===== src/verilog/mem_pkg.sv =====
package mem_pkg;

   localparam int word_bits = 32;   // data path width
   localparam int addr_bits = 32;   // byte address width
   localparam int lane_count = 4;   // byte lanes per word
   localparam int lane_bits = 8;    // bits per lane

   typedef logic [word_bits-1:0] word_t;

   // access kind as seen by the processor
   typedef enum logic [3:0] {
      op_none = 4'd0,
      op_lb   = 4'd1,
      op_lh   = 4'd2,
      op_lw   = 4'd3,
      op_lbu  = 4'd4,
      op_lhu  = 4'd5,
      op_sb   = 4'd6,
      op_sh   = 4'd7,
      op_sw   = 4'd8
   } mem_op_e;

   // processor side request
   typedef struct packed {
      mem_op_e                op;     // what to do
      logic [addr_bits-1:0]   addr;   // byte address
      word_t                  wdata;  // store data in low bytes
   } mem_req_t;

   // memory bus command
   typedef struct packed {
      logic [addr_bits-1:0]   address;     // byte address, word index from bit 2
      word_t                  write_data;  // unshifted store data
      logic                   mem_read;    // read enable
      logic                   mem_write;   // write enable
      logic [lane_count-1:0]  mask_byte;   // lane 0 is lsb
   } mem_cmd_t;

endpackage


===== src/verilog/mem_access_ctrl.sv =====
module mem_access_ctrl (
   input  logic              clk,         // assertion clocking only
   input  logic              rst,         // assertion disable only
   input  mem_pkg::mem_req_t req,
   output mem_pkg::mem_cmd_t cmd,
   output logic              misaligned
);

   logic       is_load;     // op reads memory
   logic       is_store;    // op writes memory
   logic [1:0] size;        // 0 byte, 1 half, 2 word
   logic [1:0] lane;        // low address bits
   logic       aligned;     // address fits the size
   logic [3:0] lane_mask;   // lanes touched when aligned
   logic       access;      // legal access going out

   assign lane = req.addr[1:0];

   // op decode into direction and size
   always_comb begin
      is_load = 1'b0;
      is_store = 1'b0;
      size = 2'd0;
      case (req.op)
         mem_pkg::op_lb, mem_pkg::op_lbu: begin
            is_load = 1'b1;
         end
         mem_pkg::op_lh, mem_pkg::op_lhu: begin
            is_load = 1'b1;
            size = 2'd1;
         end
         mem_pkg::op_lw: begin
            is_load = 1'b1;
            size = 2'd2;
         end
         mem_pkg::op_sb: begin
            is_store = 1'b1;
         end
         mem_pkg::op_sh: begin
            is_store = 1'b1;
            size = 2'd1;
         end
         mem_pkg::op_sw: begin
            is_store = 1'b1;
            size = 2'd2;
         end
         default: ;   // op_none, nothing happens
      endcase
   end

   // lane mask and alignment from size
   always_comb begin
      case (size)
         2'd0: begin
            aligned = 1'b1;                 // bytes always fit
            lane_mask = 4'b0001 << lane;    // single lane
         end
         2'd1: begin
            aligned = ~lane[0];             // even address needed
            lane_mask = lane[1] ? 4'b1100 : 4'b0011;
         end
         default: begin
            aligned = (lane == 2'd0);       // word boundary needed
            lane_mask = 4'b1111;
         end
      endcase
   end

   assign access = (is_load | is_store) & aligned;
   assign misaligned = (is_load | is_store) & ~aligned;

   assign cmd.address = req.addr;
   assign cmd.write_data = req.wdata;
   assign cmd.mem_read = is_load & aligned;      // suppressed when misaligned
   assign cmd.mem_write = is_store & aligned;
   assign cmd.mask_byte = access ? lane_mask : 4'b0000;

   // a flagged access must never reach the memory
   a_misaligned_quiet: assert property (@(posedge clk) disable iff (rst)
      misaligned |-> !(cmd.mem_read || cmd.mem_write))
      else $error("misaligned access leaked onto the memory bus");

endmodule


===== config.mk =====
export PLATFORM = sky130hd
export DESIGN_NAME = mem_access_ctrl
export DESIGN_NICKNAME = d
export VERILOG_FILES = /design/src/verilog/mem_pkg.sv /design/src/verilog/mem_access_ctrl.sv
export SDC_FILE = /design/constraint.sdc
export NUM_CORES = 1
export LEC_CHECK = 0
export ABC_AREA = 1
export BUFFER_PORTS_ARGS = -buffer_cell sky130_fd_sc_hd__buf_2
export CAP_MARGIN = 0
export CORE_AREA = 2 2 56 58
export DETAILED_ROUTE_END_ITERATION = 7
export DIE_AREA = 0 0 58 60
export GPL_TIMING_DRIVEN = 0
export PLACE_DENSITY_LB_ADDON = 0.12
export SLEW_MARGIN = 20
export SYNTH_ARGS = -nofsm -noshare
export SYNTH_HDL_FRONTEND = slang
export SYNTH_SLANG_ARGS = --single-unit

===== constraint.sdc =====
create_clock -name vclk -period 0.8
set_input_delay 0.04 -clock vclk [all_inputs]
set_output_delay 0.04 -clock vclk [all_outputs]
set_load 0.005 [all_outputs]

==> flow_summary.json, run 1 <==
{
  "run_status": "complete, but fails checks",
  "failed_checks": "setup timing",
  "pwr-share-clk_pct": 0,
  "synthTopCellsByArea": "buf_4 68%, nor2_2 4.4%, nand3_1 4.3%, nand2_1 3.7%, nor2_1 3.7%",
  "synthDistinctLibCells": 11,
  "pin_count": 141,
  "pre_cts_ws_ns": -0.134,
  "antenna_found_initial": 0,
  "worst_setup_path_end_kind": "output pin",
  "rsz0062_at_grt": "true",
  "nets": 258,
  "max_cap_violations": 0,
  "drc": 0,
  "cp_top_family": "simple AND/OR/NAND/NOR gates",
  "finalCritPeriodShare_pct": 111,
  "slowest_stage": "buf_4",
  "worstPathRequired_ns": 0.76,
  "relSlewSlack_pct": 88.2,
  "grt_pass1_vias": 689,
  "ys.warnings.count": 0,
  "startpoint_type": "input port",
  "routed_via_density": 3.84,
  "p_per_area_nw_per_um2": 525,
  "syn_avg_cell_area_um2": 6.60,
  "cp_num_buf_inv": 2,
  "seqPwrFrac_pct": 0,
  "die_w_um": 58,
  "final_util_pct": 42.3,
  "hold_violations": 0,
  "grt_max_degree": 6,
  "hold_end": "cmd[47]",
  "critPathMaxFanout": 5,
  "setup_viol": 6,
  "cts_hold_buffers": 0,
  "fp.dieH_um": 60,
  "grt_usage_pct": 9.24,
  "initial_core_util_pct": 24.3,
  "synthCells": 107,
  "fin_tns_setup_ns": -0.371,
  "yosysMostFrequentCell": "buf_4",
  "crit_arrival_ns": 0.84,
  "synth_top_area_cell": "buf_4",
  "p_total_mw": 0.645,
  "timing.hold.ws_ns": 0.245,
  "firstDrtPassIters": 3,
  "critical-path-max-stage-delay_ns": 0.14,
  "area_growth_pct": 73.9,
  "setup_ws_ns": -0.0848,
  "hp-start": "req[41]",
  "totalWireLength_mm": 1.88,
  "synth_area_um2": 706,
  "row_count": 20,
  "ir_worst_vdd_mv": 0.262,
  "pwr-share-comb_pct": 100.0,
  "slew_violations": 0,
  "wl_per_cell_um": 8.58,
  "dr.first_iter.drc_count": 4,
  "path_cells": "buf_4 > nor2_2 > nand3_2 > nand2_4 > nand2_4 > nand3_4 > nor2_2 > buf_2",
  "coreArea_um2": 2900,
  "drive_gt1_share_pct": 89.2,
  "fillers": 310,
  "grt_overflow": 0,
  "die_area_um2": 3480,
  "antenna_cells": 0,
  "p_leak_nw": 0.771,
  "worstMarginPinSlew_ns": 0.176,
  "hpwlAfterDp_mm": 1.73,
  "worst_hold_path_type": "input port to output pin",
  "nClkBuffers": 0,
  "regArea_um2": 0,
  "final_antenna_net_count": 0,
  "p_int_mw": 0.407,
  "whs_path_depth": 2,
  "fmax_ghz": 1.13,
  "path_class": "input port to output pin",
  "fin_crit_ns": 0.885,
  "yosys.area.top_type_share_pct": 68.1,
  "vias": 840,
  "synthTopCellsByCount": "64 x buf_4, 7 x nand2_1, 7 x nor2_1",
  "p_sw_mw": 0.238,
  "grt_pass1_wl_mm": 2.72,
  "switching_share_pct": 36.9,
  "nFlopsAndLatches": 0,
  "synth_nets": 177,
  "ys_seq_area_share_pct": 0,
  "io_buffer_count": 77,
  "globalplace.congestion": 0.749
}
## cell families (layout without fill, tap and decap cells)
group,Yosys count,in the layout,synth area share (%)
buf+inv,71,150,71.8
simple gates,32,32,25.4
compound gates,4,4,2.84
## power by group through the flow
stage                     Sequential [mW]  Combinational, mW  Clock (mW)
after floorplan                         0              0.369           0
after global placement                  0              0.586           0
after detailed placement                0              0.592           0
after CTS                               0              0.621           0
after global routing                    0              0.713           0
final                                   0              0.645           0
## final cells by class
cell class,count,area [um^2],share of cell area [%]
Inverter,7,28.8,2.34
Tap cell,33,41.3,3.36
Timing Repair Buffer,79,435,35.5
Buffer,64,480,39.1
Multi-Input combinational cell,36,241,19.7
## worst max-delay path by stage
stage,start,end,depth (start not counted)
2_1_floorplan,req[67],cmd[0],6
3_3_place_gp,req[67],cmd[1],8
3_5_place_dp,req[67],cmd[0],8
4_1_cts,req[65],cmd[0],9
5_1_grt,req[67],cmd[3],9
6_report,req[64],cmd[0],8
## what timing repair did
| item | in CTS | in global routing |
|---|---|---|
| endpoints found under the setup margin | 7 | 7 |
| setup buffers | 1 | 1 |
| pin swaps | 14 | 10 |
| resized for setup | 13 | 10 |
## layout by cell type, fill, tap and decap left out, drive strengths merged
| master | count |
|---|---|
| buf | 143 |
| nand2 | 13 |
| nor2 | 12 |
| inv | 7 |
| nand3 | 7 |
| a21oi | 4 |
## per-layer routing
| layer | global-route usage [%] | share of wire (%) | wire (um) | vias up |
|---|---|---|---|---|
| met5 | 0 | 0 | 0 | - |
| met3 | 1.30 | 21 | 393 | 0 |
| li1 | - | - | - | 421 |
| met4 | 0 | 0 | 0 | 0 |
| met2 | 19.6 | 53 | 988 | 82 |
| met1 | 10.0 | 26 | 496 | 337 |
## metrics by stage
| stage | cells | cell area (um^2) |
|---|---|---|
| after floorplan | 107 | 706 |
| after global placement | 217 | 1130 |
| after detailed placement | 217 | 1130 |
| after CTS | 218 | 1170 |
| after global routing | 219 | 1230 |
| final | 219 | 1230 |
No activity file was read; power rests on OpenSTA's default activity.
==> run 2, diff against run 1 <==
--- a/config.mk
+++ b/config.mk
@@ -8,9 +8,9 @@
 export ABC_AREA = 1
 export BUFFER_PORTS_ARGS = -buffer_cell sky130_fd_sc_hd__buf_2
 export CAP_MARGIN = 0
-export CORE_AREA = 2 2 56 58
+export CORE_MARGIN = 2
+export CORE_UTILIZATION = 26
 export DETAILED_ROUTE_END_ITERATION = 7
-export DIE_AREA = 0 0 58 60
 export GPL_TIMING_DRIVEN = 0
 export PLACE_DENSITY_LB_ADDON = 0.12
 export SLEW_MARGIN = 20
==> run 2 against run 1 <==
  * The run still ends with setup timing left
  * Non-clock buffer count stayed put
  * Largest power group unchanged
  * Sequential share of layout area is the same
  * Routed wire length is 1.9% lower
  * Combinational power down 2%
==> flow_summary.json, run 2 (synthesized netlist as in run 1, its figures left out) <==
{
  "hold_violations": 0,
  "drive_gt1_share_pct": 88.2,
  "slowest_stage": "nand3_1",
  "relSlewSlack_pct": 88.7,
  "antenna_found_initial": 0,
  "failed_checks": "setup timing",
  "layout_commonest_cell": "buf_2",
  "critPathMaxFanout": 5,
  "final_util_pct": 48.2,
  "area_growth_pct": 72.3,
  "worstPathRequired_ns": 0.76,
  "p_total_mw": 0.635,
  "final_antenna_net_count": 0,
  "path_class": "input port to output pin",
  "antenna_cells": 0,
  "vias": 852,
  "nets": 258,
  "die_area_um2": 3150,
  "grt_usage_pct": 9.84,
  "numPlacedInstances": 214,
  "run_status": "complete, but fails checks",
  "pin_count": 141,
  "layout_common_cells": "72 x buf_2, 66 x buf_4, 6 x nor2_1, 6 x nand2_1",
  "coreArea_um2": 2520,
  "grt_max_degree": 6,
  "dr.first_iter.drc_count": 11,
  "dpl_cell_area_um2": 1130,
  "pre_cts_ws_ns": -0.145,
  "worstMarginPinSlew_ns": 0.169,
  "ir_worst_vdd_mv": 0.270,
  "setup_viol": 6,
  "p_per_area_nw_per_um2": 522,
  "timing.hold.ws_ns": 0.245,
  "totalWireLength_mm": 1.84,
  "regArea_um2": 0,
  "critical-path-max-stage-delay_ns": 0.13,
  "io_buffer_count": 77,
  "drc": 0,
  "path_cells": "buf_6 > nor2_1 > nand3_1 > nand2_4 > nand2_4 > nand3_4 > nor2_2 > buf_2",
  "nClkBuffers": 0,
  "hpwlAfterDp_mm": 1.70,
  "initial_core_util_pct": 28.0,
  "rsz0062_at_grt": "true",
  "setup_ws_ns": -0.0967,
  "worst_setup_path_end_kind": "output pin",
  "grt_overflow": 0,
  "crit_arrival_ns": 0.86,
  "cts_hold_buffers": 0,
  "wl_per_cell_um": 8.53,
  "firstDrtPassIters": 3,
  "max_cap_violations": 0,
  "design_area_um2": 1220,
  "die_w_um": 56.1,
  "p_leak_nw": 0.771,
  "worst_hold_path_type": "input port to output pin",
  "grt_pass1_wl_mm": 2.77,
  "fillers": 254,
  "routed_via_density": 3.94,
  "fp.dieH_um": 56.1,
  "fin_tns_setup_ns": -0.438,
  "startpoint_type": "input port",
  "nFlopsAndLatches": 0,
  "fmax_ghz": 1.12,
  "finalCritPeriodShare_pct": 112,
  "grt_pass1_vias": 701,
  "crit_top_cell": "nand2_4",
  "fin_cells": 216,
  "slew_violations": 0,
  "row_count": 18,
  "globalplace.congestion": 0.723,
  "fin_crit_ns": 0.897
}
## run 2: cell counts in the layout (fill, tap and decap cells not counted)
No cell type changed its count.
## run 2: repair_timing
| action | in CTS | in global routing |
|---|---|---|
| resized for setup | 15 | 7 |
| setup endpoints to repair | 7 | 7 |
| pin swaps | 11 | 7 |
| buffers inserted | 2 | 0 |
## run 2: cell type report
cell class | count | area [um^2] | share of cell area, %
plain buffers | 64 | 480 | 39.5
inverters | 7 | 31.3 | 2.57
multi-input cells | 36 | 228 | 18.7
well taps | 30 | 37.5 | 3.09
repair buffers | 79 | 439 | 36.1
## run 2: path summary, 6_finish.rpt
kind | startpoint | end | depth (start not counted)
setup / recovery | req[64] | cmd[2] | 8
hold / removal | req[6] | cmd[12] | 2
## run 2: critical path, delay by kind of cell
family	cells	cell delay, ns
buf+inv	2	0.24
simple gates	6	0.58
## run 2: power by group
group	switching [mW]	internal [mW]	leakage, nW	total [mW]
registers	0	0	0	0
logic	0.230	0.406	0.771	0.635
clock network	0	0	0	0
## run 2: metal layers
| metal | GRT usage, % | share of wire (%) | up-vias |
|---|---|---|---|
| li1 | - | - | 421 |
| met1 | 9.75 | 25 | 361 |
| met5 | 0 | 0 | - |
| met3 | 1.63 | 17 | 0 |
| met2 | 21.2 | 58 | 70 |
| met4 | 1.02 | 0 | 0 |
