$ cat src/verilog/mem_pkg.sv
package mem_pkg;

   localparam int word_bits = 32;   // data path width
   localparam int addr_bits = 32;   // byte address width
   localparam int lane_count = 4;   // byte lanes per word
   localparam int lane_bits = 8;    // bits per lane

   typedef logic [word_bits-1:0] word_t;

   // access kind as seen by the processor
   typedef enum logic [3:0] {
      op_none = 4'd0,
      op_lb   = 4'd1,
      op_lh   = 4'd2,
      op_lw   = 4'd3,
      op_lbu  = 4'd4,
      op_lhu  = 4'd5,
      op_sb   = 4'd6,
      op_sh   = 4'd7,
      op_sw   = 4'd8
   } mem_op_e;

   // processor side request
   typedef struct packed {
      mem_op_e                op;     // what to do
      logic [addr_bits-1:0]   addr;   // byte address
      word_t                  wdata;  // store data in low bytes
   } mem_req_t;

   // memory bus command
   typedef struct packed {
      logic [addr_bits-1:0]   address;     // byte address, word index from bit 2
      word_t                  write_data;  // unshifted store data
      logic                   mem_read;    // read enable
      logic                   mem_write;   // write enable
      logic [lane_count-1:0]  mask_byte;   // lane 0 is lsb
   } mem_cmd_t;

endpackage

$ cat src/verilog/load_align.sv
module load_align (
   input  mem_pkg::mem_op_e op,
   input  logic [1:0]       byte_sel,    // low address bits
   input  mem_pkg::word_t   read_word,
   output mem_pkg::word_t   load_data
);

   logic [7:0]  sel_byte;   // addressed byte
   logic [15:0] sel_half;   // addressed halfword

   // byte pick by lane
   always_comb begin
      case (byte_sel)
         2'd0: sel_byte = read_word[7:0];
         2'd1: sel_byte = read_word[15:8];
         2'd2: sel_byte = read_word[23:16];
         default: sel_byte = read_word[31:24];
      endcase
   end

   // halfword pick, bit 0 is clear for legal halves
   assign sel_half = byte_sel[1] ? read_word[31:16] : read_word[15:0];

   // extension per op
   always_comb begin
      case (op)
         mem_pkg::op_lb: begin
            load_data = {{24{sel_byte[7]}}, sel_byte};    // sign extend
         end
         mem_pkg::op_lbu: begin
            load_data = {24'd0, sel_byte};                // zero extend
         end
         mem_pkg::op_lh: begin
            load_data = {{16{sel_half[15]}}, sel_half};
         end
         mem_pkg::op_lhu: begin
            load_data = {16'd0, sel_half};
         end
         mem_pkg::op_lw: begin
            load_data = read_word;                        // whole word
         end
         default: begin
            load_data = '0;                               // stores and none
         end
      endcase
   end

endmodule

$ cat config.mk
export PLATFORM = sky130hd
export DESIGN_NAME = load_align
export DESIGN_NICKNAME = d
export VERILOG_FILES = /design/src/verilog/mem_pkg.sv /design/src/verilog/load_align.sv
export SDC_FILE = /design/constraint.sdc
export NUM_CORES = 1
export LEC_CHECK = 0
export BUFFER_PORTS_ARGS = -buffer_cell sky130_fd_sc_hd__clkbuf_2
export CORE_UTILIZATION = 36
export DETAILED_ROUTE_END_ITERATION = 8
export PLACE_DENSITY = 0.78
export SYNTH_ARGS = -nofsm -noshare
export SYNTH_HDL_FRONTEND = slang
export SYNTH_SLANG_ARGS = --single-unit
$ cat constraint.sdc
create_clock -name vclk -period 1.1
set_clock_uncertainty 0.05 [all_clocks]
set_input_delay 0.055 -clock vclk [all_inputs]
set_output_delay 0.055 -clock vclk [all_outputs]
set_load 0.01 [all_outputs]
==> results of run 1 <==
## power by group
group	switching, mW	internal (mW)
combinational	0.320	0.347
sequential	0	0
clock	0	0
## Yosys cell counts, types with 2 or more instances
library cell / instances / share of area (%)
clkbuf_2: 2 / 1.3
nand2_1: 7 / 3.3
buf_6: 2 / 2.9
mux2i_1: 12 / 15
o221ai_1: 5 / 5.6
nor2_1: 6 / 2.9
buf_2: 6 / 3.8
nor2b_1: 16 / 13
mux2_2: 4 / 5.7
a221o_1: 9 / 11
o21ai_1: 8 / 5.1
a32oi_1: 2 / 2.2
nor4bb_1: 2 / 2.5
o21ai_0: 10 / 6.4
## final cells by class
class,count,area (µm²),area share [%]
Multi-Input combinational cell,95,958.4,57.46
Timing Repair Buffer,100,671.9,40.29
Tap cell,27,33.78,2.026
Inverter,1,3.754,0.2251
## worst min-delay path, cell delays in order
cell and delay [ns]:
clkbuf_2 0.09, nand2_1 0.06, o221ai_2 0.05, buf_2 0.12
## kinds of logic (layout without fill, tap and decap cells)
logic type / after synthesis / count (layout) / share of synthesized area [%]
and+or+nand+nor: 39 / 39 / 29.78
xor gates and xnor gates: 1 / 1 / 1.115
AOI/OAI and AO/OA: 38 / 38 / 36.31
buffers and inverters: 12 / 101 / 8.916
muxes: 17 / 17 / 23.89
## worst max-delay path by stage
stage                    endpoint        start  slack [ns]  depth (start not counted)
CTS                 load_data[11]  byte_sel[0]       -0.29                          5
finish              load_data[11]  byte_sel[0]       -0.26                          5
floorplan           load_data[10]  byte_sel[0]       -0.12                          4
detailed placement   load_data[6]        op[0]       -0.33                          6
global route         load_data[8]  byte_sel[0]       -0.31                          5
global placement     load_data[5]        op[0]       -0.28                          5
## per-layer routing
metal  routed length [µm]  vias up
li1                     -      596
met1                 1354      582
met2                 1933       56
met3                  177        0
met4                    0        0
met5                    0        -
## timing repair
item | in CTS | in global routing
setup endpoints to repair | 32 | 32
setup buffers | 4 | 1
gates resized for setup | 30 | 28
pin swaps | 9 | 2
==> impl_metrics.toml, run 1 <==
[power]
leakage_nw = 0.8429
finalPower_mw = 0.6669
ir_drop_mv = 0.2782
p_per_area_nw_per_um2 = 399.8

[drt]
postRouteAntennaNets = 0
vias = 1234
drc = 0
wirelength_um = 3465
routed_via_density = 5.534
drtPass1Iterations = 4
wl_per_cell_um = 15.54
drt_iter0_drc = 27

[setup_path]
worstSetupPathType = "in -> out"
critPathRequiredTime_ns = 1.00
cp.buffers_inverters = 2
path_max_fanout = 8
startpoint_type = "primary input"
crit_chain = "buf_6 > mux4_2 > and3_4 > a221o_1 > clkbuf_2"
cp_top_family = "multiplexers"
cp_slowest_cell = "mux4_2"
cp.arrival_ns = 1.26
endpoint_kind = "output pin"
critical-path-max-stage-delay_ns = 0.51

[logic_synthesis]
syn_avg_cell_area_um2 = 7.343
synth_seq_area_share_pct = 0
yosysUniqueCellTypes = 30
synth_area_um2 = 785.8
synth_cells = 107
synth_nets = 145
ys_warn_count = 0

[place]
gp_congestion = 0.8965
dp.cells = 220
post-dp-hpwl_um = 2560
place_ws_ns = -0.3307
post_dp_cell_area_um2 = 1413
port_buffers = 70

[cells_and_area]
syn2layout_area_growth_pct = 112.3
fin_nets = 236
layout_common_cells = "clkbuf_2 (51), buf_4 (21), nor2b_1 (16)"
final_common_cell = "clkbuf_2"
diodes = 0
instances_no_fill = 223
clkbuf_count = 0
ff_latch_area_um2 = 0
fill_cells = 122
drive_above_1_share_pct = 69.90
final_util_pct = 83.31
seq_cell_count = 0
stdcell_area_um2 = 1668

[sta]
fin_tns_setup_ns = -6.857
tightest_slew_ns = 0.3082
setup_viol = 32
hold_viol_final = 0
fin_crit_ns = 1.364
max_freq_mhz = 733.1
final-max-slew-violation-count = 0
finalCritPeriodShare_pct = 124.0
rsz0062_at_grt = "true"
finalWorstSetupSlack_ns = -0.2641
whs_ns = 0.3732
maxSlewHeadroom_pct = 78.86

[run_status]
violations = "setup timing"
status = "complete, but fails checks"

[clock_network]
holdBufCountCts = 0

[floorplan]
die_h_um = 48.72
die_width_um = 48.72
std_cell_rows = 16
core_area_um2 = 2002
io_pins = 70
die-area_um2 = 2374
start_util_pct = 39.25

[global_routing]
grt_max_degree = 11
grt_overflow_total = 0
grtUsageMet2_pct = 59.49
grt_first_pass_wirelength_um = 5630
antenna_found_initial = 0
use_met1_pct = 31.95
grt.busiest_layer = "met2"
grt_pass1_vias = 1250
grt.total_usage_pct = 29.18
grt_util_met3_pct = 2.201

[worst_hold_path]
holdCritPathClass = "in -> out"
hold_path_end = "load_data[0]"
worstHoldPathCells = 4
hp-start = "read_word[0]"

[flow_run]
drv_cap = 0
No activity file was read; power rests on OpenSTA's default activity.
==> run 2: changes to the inputs <==
--- a/config.mk
+++ b/config.mk
@@ -6,6 +6,7 @@
 export NUM_CORES = 1
 export LEC_CHECK = 0
 export BUFFER_PORTS_ARGS = -buffer_cell sky130_fd_sc_hd__clkbuf_2
+export CORE_ASPECT_RATIO = 0.7
 export CORE_UTILIZATION = 36
 export DETAILED_ROUTE_END_ITERATION = 8
 export PLACE_DENSITY = 0.78
==> run 2 against run 1 <==
Net effect:
- the run ends with DRC, setup timing left
- clock-buffer cell count unchanged
- setup slack got worse by 0.069 ns
- critical path type unchanged
- routed wire length up 23%
- via count is 9.2% higher
- final cell count is 1.3% higher
- cell area rose by 2.3%
- highest routed layer is now met4
- largest cell class unchanged
- fmax fell by 4.8%
- worst hold slack better by 0.024 ns
- die area up 0.11%
==> impl_metrics.toml, run 2 (synthesized netlist as in run 1, its figures left out) <==
[run_status]
status = "complete, but fails checks"
violations = "DRC, setup timing"

[sta]
finalWorstSetupSlack_ns = -0.3329
fin_crit_ns = 1.433
final-max-slew-violation-count = 0
max_freq_mhz = 697.9
rsz0062_at_grt = "true"
setup_viol = 32
tightest_slew_ns = 0.3312
finalCritPeriodShare_pct = 130.3
hold_viol_final = 0
maxSlewHeadroom_pct = 77.89

[cells_and_area]
final_common_cell = "clkbuf_2"
clkbuf_count = 0
syn2layout_area_growth_pct = 117.2
ff_latch_area_um2 = 0
drive_above_1_share_pct = 73.04
final_util_pct = 87.44
diodes = 0
seq_cell_count = 0
fin_nets = 244
layout_common_cells = "clkbuf_2 (61), buf_4 (28), nor2b_1 (16)"
instances_no_fill = 226

[floorplan]
start_util_pct = 40.26
std_cell_rows = 13
core_area_um2 = 1952
io_pins = 70
die-area_um2 = 2376
die_h_um = 41.09
die_width_um = 57.84

[drt]
vias = 1348
drtPass1Iterations = 8
wl_per_cell_um = 18.85
routed_via_density = 5.965
wirelength_um = 4261
drc = 4
postRouteAntennaNets = 0
drt_iter0_drc = 75

[power]
combPwrFrac_pct = 100.0
p_int_mw = 0.3565
p_per_area_nw_per_um2 = 409.5
leakage_nw = 0.8820
sequentialPowerShare_pct = 0
clkPwrFrac_pct = 0
finalPower_mw = 0.6989
ir_drop_mv = 0.2358
netSwitchingPower_mw = 0.3424
switching_share_pct = 48.99

[setup_path]
startpoint_type = "primary input"
critical-path-max-stage-delay_ns = 0.53
endpoint_kind = "output pin"
path_max_fanout = 8
crit_chain = "buf_8 > mux4_2 > and3_4 > a221o_1 > buf_6"
critPathRequiredTime_ns = 1.00
worstSetupPathType = "in -> out"
cp.arrival_ns = 1.33
cp_slowest_cell = "mux4_2"

[global_routing]
grt_max_degree = 10
grt_overflow_total = 0
grt_first_pass_wirelength_um = 5609
antenna_found_initial = 0
grt_pass1_vias = 1238
grt.total_usage_pct = 31.86

[worst_hold_path]
holdCritPathClass = "in -> out"

[place]
gp_congestion = 0.8093
place_ws_ns = -0.3294
port_buffers = 70
post-dp-hpwl_um = 2710
dp.cells = 222

[flow_run]
drv_cap = 0
[run 2: area by class of cell]
type / instances / area (µm²)
timing repair buffer: 108 / 734.5
tap: 22 / 27.53
multi-input combinational: 95 / 940.9
fill: 105 / 245.2
inverter: 1 / 3.754
[run 2: final timing paths]
kind	from	depth (start not counted)	end	slack, ns
hold / removal	read_word[13]	3	load_data[13]	0.40
setup / recovery	byte_sel[0]	5	load_data[14]	-0.33
[run 2: through the flow]
step                hold slack [ns]  instance area, µm²  setup TNS [ns]
finish                       0.3977                1707          -8.161
detailed placement           0.3897                1446          -8.885
floorplan                    0.1900               905.9          -1.232
global placement             0.3794                1446          -7.558
global route                 0.4167                1707          -9.088
CTS                          0.3841                1628          -7.867
[run 2: worst max-delay path: cells and delay by family]
family	cells	cell delay [ns]
AOI/OAI and AO/OA	1	0.31
buffers and inverters	2	0.21
muxes	1	0.53
and+or+nand+nor	1	0.22
[run 2: power groups by stage]
stage               clock [mW]  combinational [mW]  sequential [mW]
global route                 0               0.735                0
CTS                          0               0.635                0
global placement             0               0.540                0
finish                       0               0.699                0
detailed placement           0               0.559                0
floorplan                    0               0.294                0
[run 2: repair_timing]
action / in CTS / in global routing
gates resized for setup: 30 / 22
setup endpoints to repair: 32 / 32
hold buffers: 0 / 0
pin swaps: 11 / 6
buffers inserted: 3 / 1
[run 2: layer usage]
metal  up-vias  track usage (%)  share of wire [%]
met1       624            36.36                 40
met3        17            1.262                6.7
met5         -                0                  0
met2        91            64.08                 50
li1        616                -                  -
met4         0            16.07                3.7
==> run 3: changes to the inputs <==
--- a/config.mk
+++ b/config.mk
@@ -7,9 +7,9 @@
 export LEC_CHECK = 0
 export BUFFER_PORTS_ARGS = -buffer_cell sky130_fd_sc_hd__clkbuf_2
 export CORE_ASPECT_RATIO = 0.7
-export CORE_UTILIZATION = 36
+export CORE_UTILIZATION = 40
 export DETAILED_ROUTE_END_ITERATION = 8
-export PLACE_DENSITY = 0.78
+export PLACE_DENSITY = 0.82
 export SYNTH_ARGS = -nofsm -noshare
 export SYNTH_HDL_FRONTEND = slang
 export SYNTH_SLANG_ARGS = --single-unit
==> constraint.sdc (replaced) <==
create_clock -name vclk -period 1.5
set_clock_uncertainty 0.05 [all_clocks]
set_input_delay 0.075 -clock vclk [all_inputs]
set_output_delay 0.075 -clock vclk [all_outputs]
set_load 0.02 [all_outputs]
==> run 3 against run 2 <==
Net effect:
- the flow finishes with violations (setup timing)
- flip-flop and latch count did not move
- total power shrank 41%
- setup slack improved by 0.33 ns
- worst hold slack better by 0.059 ns
- utilization down 18 points
- cell area fell by 25%
- critical path depth stayed put
- combinational power decreased by 41%
- non-clock buffer count decreased by 25
- die area is 9.6% lower
- sequential share of layout area unchanged
- routed wire length fell by 24%
- largest cell class unchanged
- highest routed layer unchanged
==> impl_metrics.toml, run 3 (synthesized netlist as in run 1, its figures left out) <==
[run_status]
status = "complete, but fails checks"
violations = "setup timing"

[setup_path]
startpoint_type = "primary input"
cp.buffers_inverters = 2
critPathRequiredTime_ns = 1.37
cp_slowest_cell = "mux4_2"
cp.arrival_ns = 1.38
crit_chain = "buf_8 > mux4_2 > and3_4 > a221o_1 > clkbuf_2"
crit_start = "byte_sel[0]"
path_max_fanout = 8
worstSetupPathType = "in -> out"
critical-path-max-stage-delay_ns = 0.53
cp_top_family = "multiplexers"
endpoint_kind = "output pin"

[sta]
finalWorstSetupSlack_ns = -0.004200
tightest_slew_ns = 0.3778
finalCritPeriodShare_pct = 100.3
maxSlewHeadroom_pct = 74.75
hold_viol_final = 0
fin_crit_ns = 1.504
fin_tns_setup_ns = -0.004200
rsz0062_at_grt = "true"
max_freq_mhz = 664.8
final-max-slew-violation-count = 0
setup_viol = 1

[cells_and_area]
clkbuf_count = 0
instances_no_fill = 201
diodes = 0
drive_above_1_share_pct = 54.75
seq_cell_count = 0
ff_latch_area_um2 = 0
syn2layout_area_growth_pct = 63.22
final_util_pct = 69.16
fin_nets = 219
final_common_cell = "clkbuf_2"
layout_common_cells = "clkbuf_2 (64), nor2b_1 (16), buf_4 (13)"

[place]
dp.cells = 199
gp_congestion = 0.8296
post-dp-hpwl_um = 2374
port_buffers = 70

[drt]
drtPass1Iterations = 4
drc = 0
drt_iter0_drc = 34
vias = 1214
routed_via_density = 6.040
wirelength_um = 3256
wl_per_cell_um = 16.20
postRouteAntennaNets = 0

[global_routing]
grt.total_usage_pct = 26.00
grt_max_degree = 16
grt_pass1_vias = 936
grt_overflow_total = 0
grt_first_pass_wirelength_um = 4119
antenna_found_initial = 0

[power]
ir_drop_mv = 0.2529
switching_share_pct = 55.69
p_per_area_nw_per_um2 = 322.6
netSwitchingPower_mw = 0.2304
finalPower_mw = 0.4137
combPwrFrac_pct = 100.0
sequentialPowerShare_pct = 0
leakage_nw = 0.6726
p_int_mw = 0.1833
clkPwrFrac_pct = 0

[flow_run]
drv_cap = 0

[floorplan]
die_h_um = 39.08
core_area_um2 = 1854
die_width_um = 54.98
io_pins = 70
start_util_pct = 42.38
die-area_um2 = 2148
std_cell_rows = 13

[worst_hold_path]
hp-start = "read_word[15]"
holdCritPathClass = "in -> out"
## run 3: cell types whose count changed in the layout (fill, tap and decap cells not counted), moves of 3 or more
cell,change
buf_4,-15
nand2_1,+6
buf_2,-4
o21ai_0,+5
clkbuf_2,+3
buf_6,-5
o221ai_2,-5
o221ai_1,+5
nand2_2,-6
o21ai_2,-6
o21ai_1,+6
o21ai_4,-5
## run 3: path summary, 6_finish.rpt
path                   endpoint  slack [ns]  cells after the start
setup / recovery  load_data[13]      -0.004                      5
hold / removal    load_data[15]        0.46                      3
## run 3: what timing repair did
item                       CTS  global route
hold buffers                 0             0
resized for setup            0            21
setup buffers                0             2
setup endpoints to repair    0            15
## run 3: per-stage QoR
stage          hold WS [ns]  setup WS, ns  cell area (µm²)
3_5_place_dp         0.4602       0.01071             1186
2_1_floorplan        0.2950        0.1093            785.8
3_3_place_gp         0.4498       0.02286             1186
5_1_grt              0.4736      -0.02334             1282
6_report             0.4569     -0.004200             1282
4_1_cts              0.4621      0.002573             1186
## run 3: final cells by class
cell class / instances / area (µm²)
Timing Repair Buffer: 83 / 493.0
Tap cell: 22 / 27.53
Inverter: 1 / 3.754
Multi-Input combinational cell: 95 / 758.2
Fill cell: 146 / 571.8
## run 3: worst min-delay path, delay by kind of cell
| kind | cells | cell delay, ns |
|---|---|---|
| buffers and inverters | 2 | 0.23 |
| AO/OA/AOI/OAI | 1 | 0.13 |
## run 3: layer usage
layer / GRT usage (%) / vias up / share of wire [%]
met5: 0 / - / 0
met4: 4.375 / 0 / 1.5
met3: 1.176 / 6 / 8.0
met2: 50.60 / 84 / 50
met1: 31.45 / 563 / 41
li1: - / 561 / -
## run 3: power by group through the flow
stage          sequential [mW]  combinational (mW)  clock (mW)
6_report                     0               0.414           0
5_1_grt                      0               0.441           0
4_1_cts                      0               0.377           0
3_5_place_dp                 0               0.377           0
3_3_place_gp                 0               0.366           0
2_1_floorplan                0               0.229           0
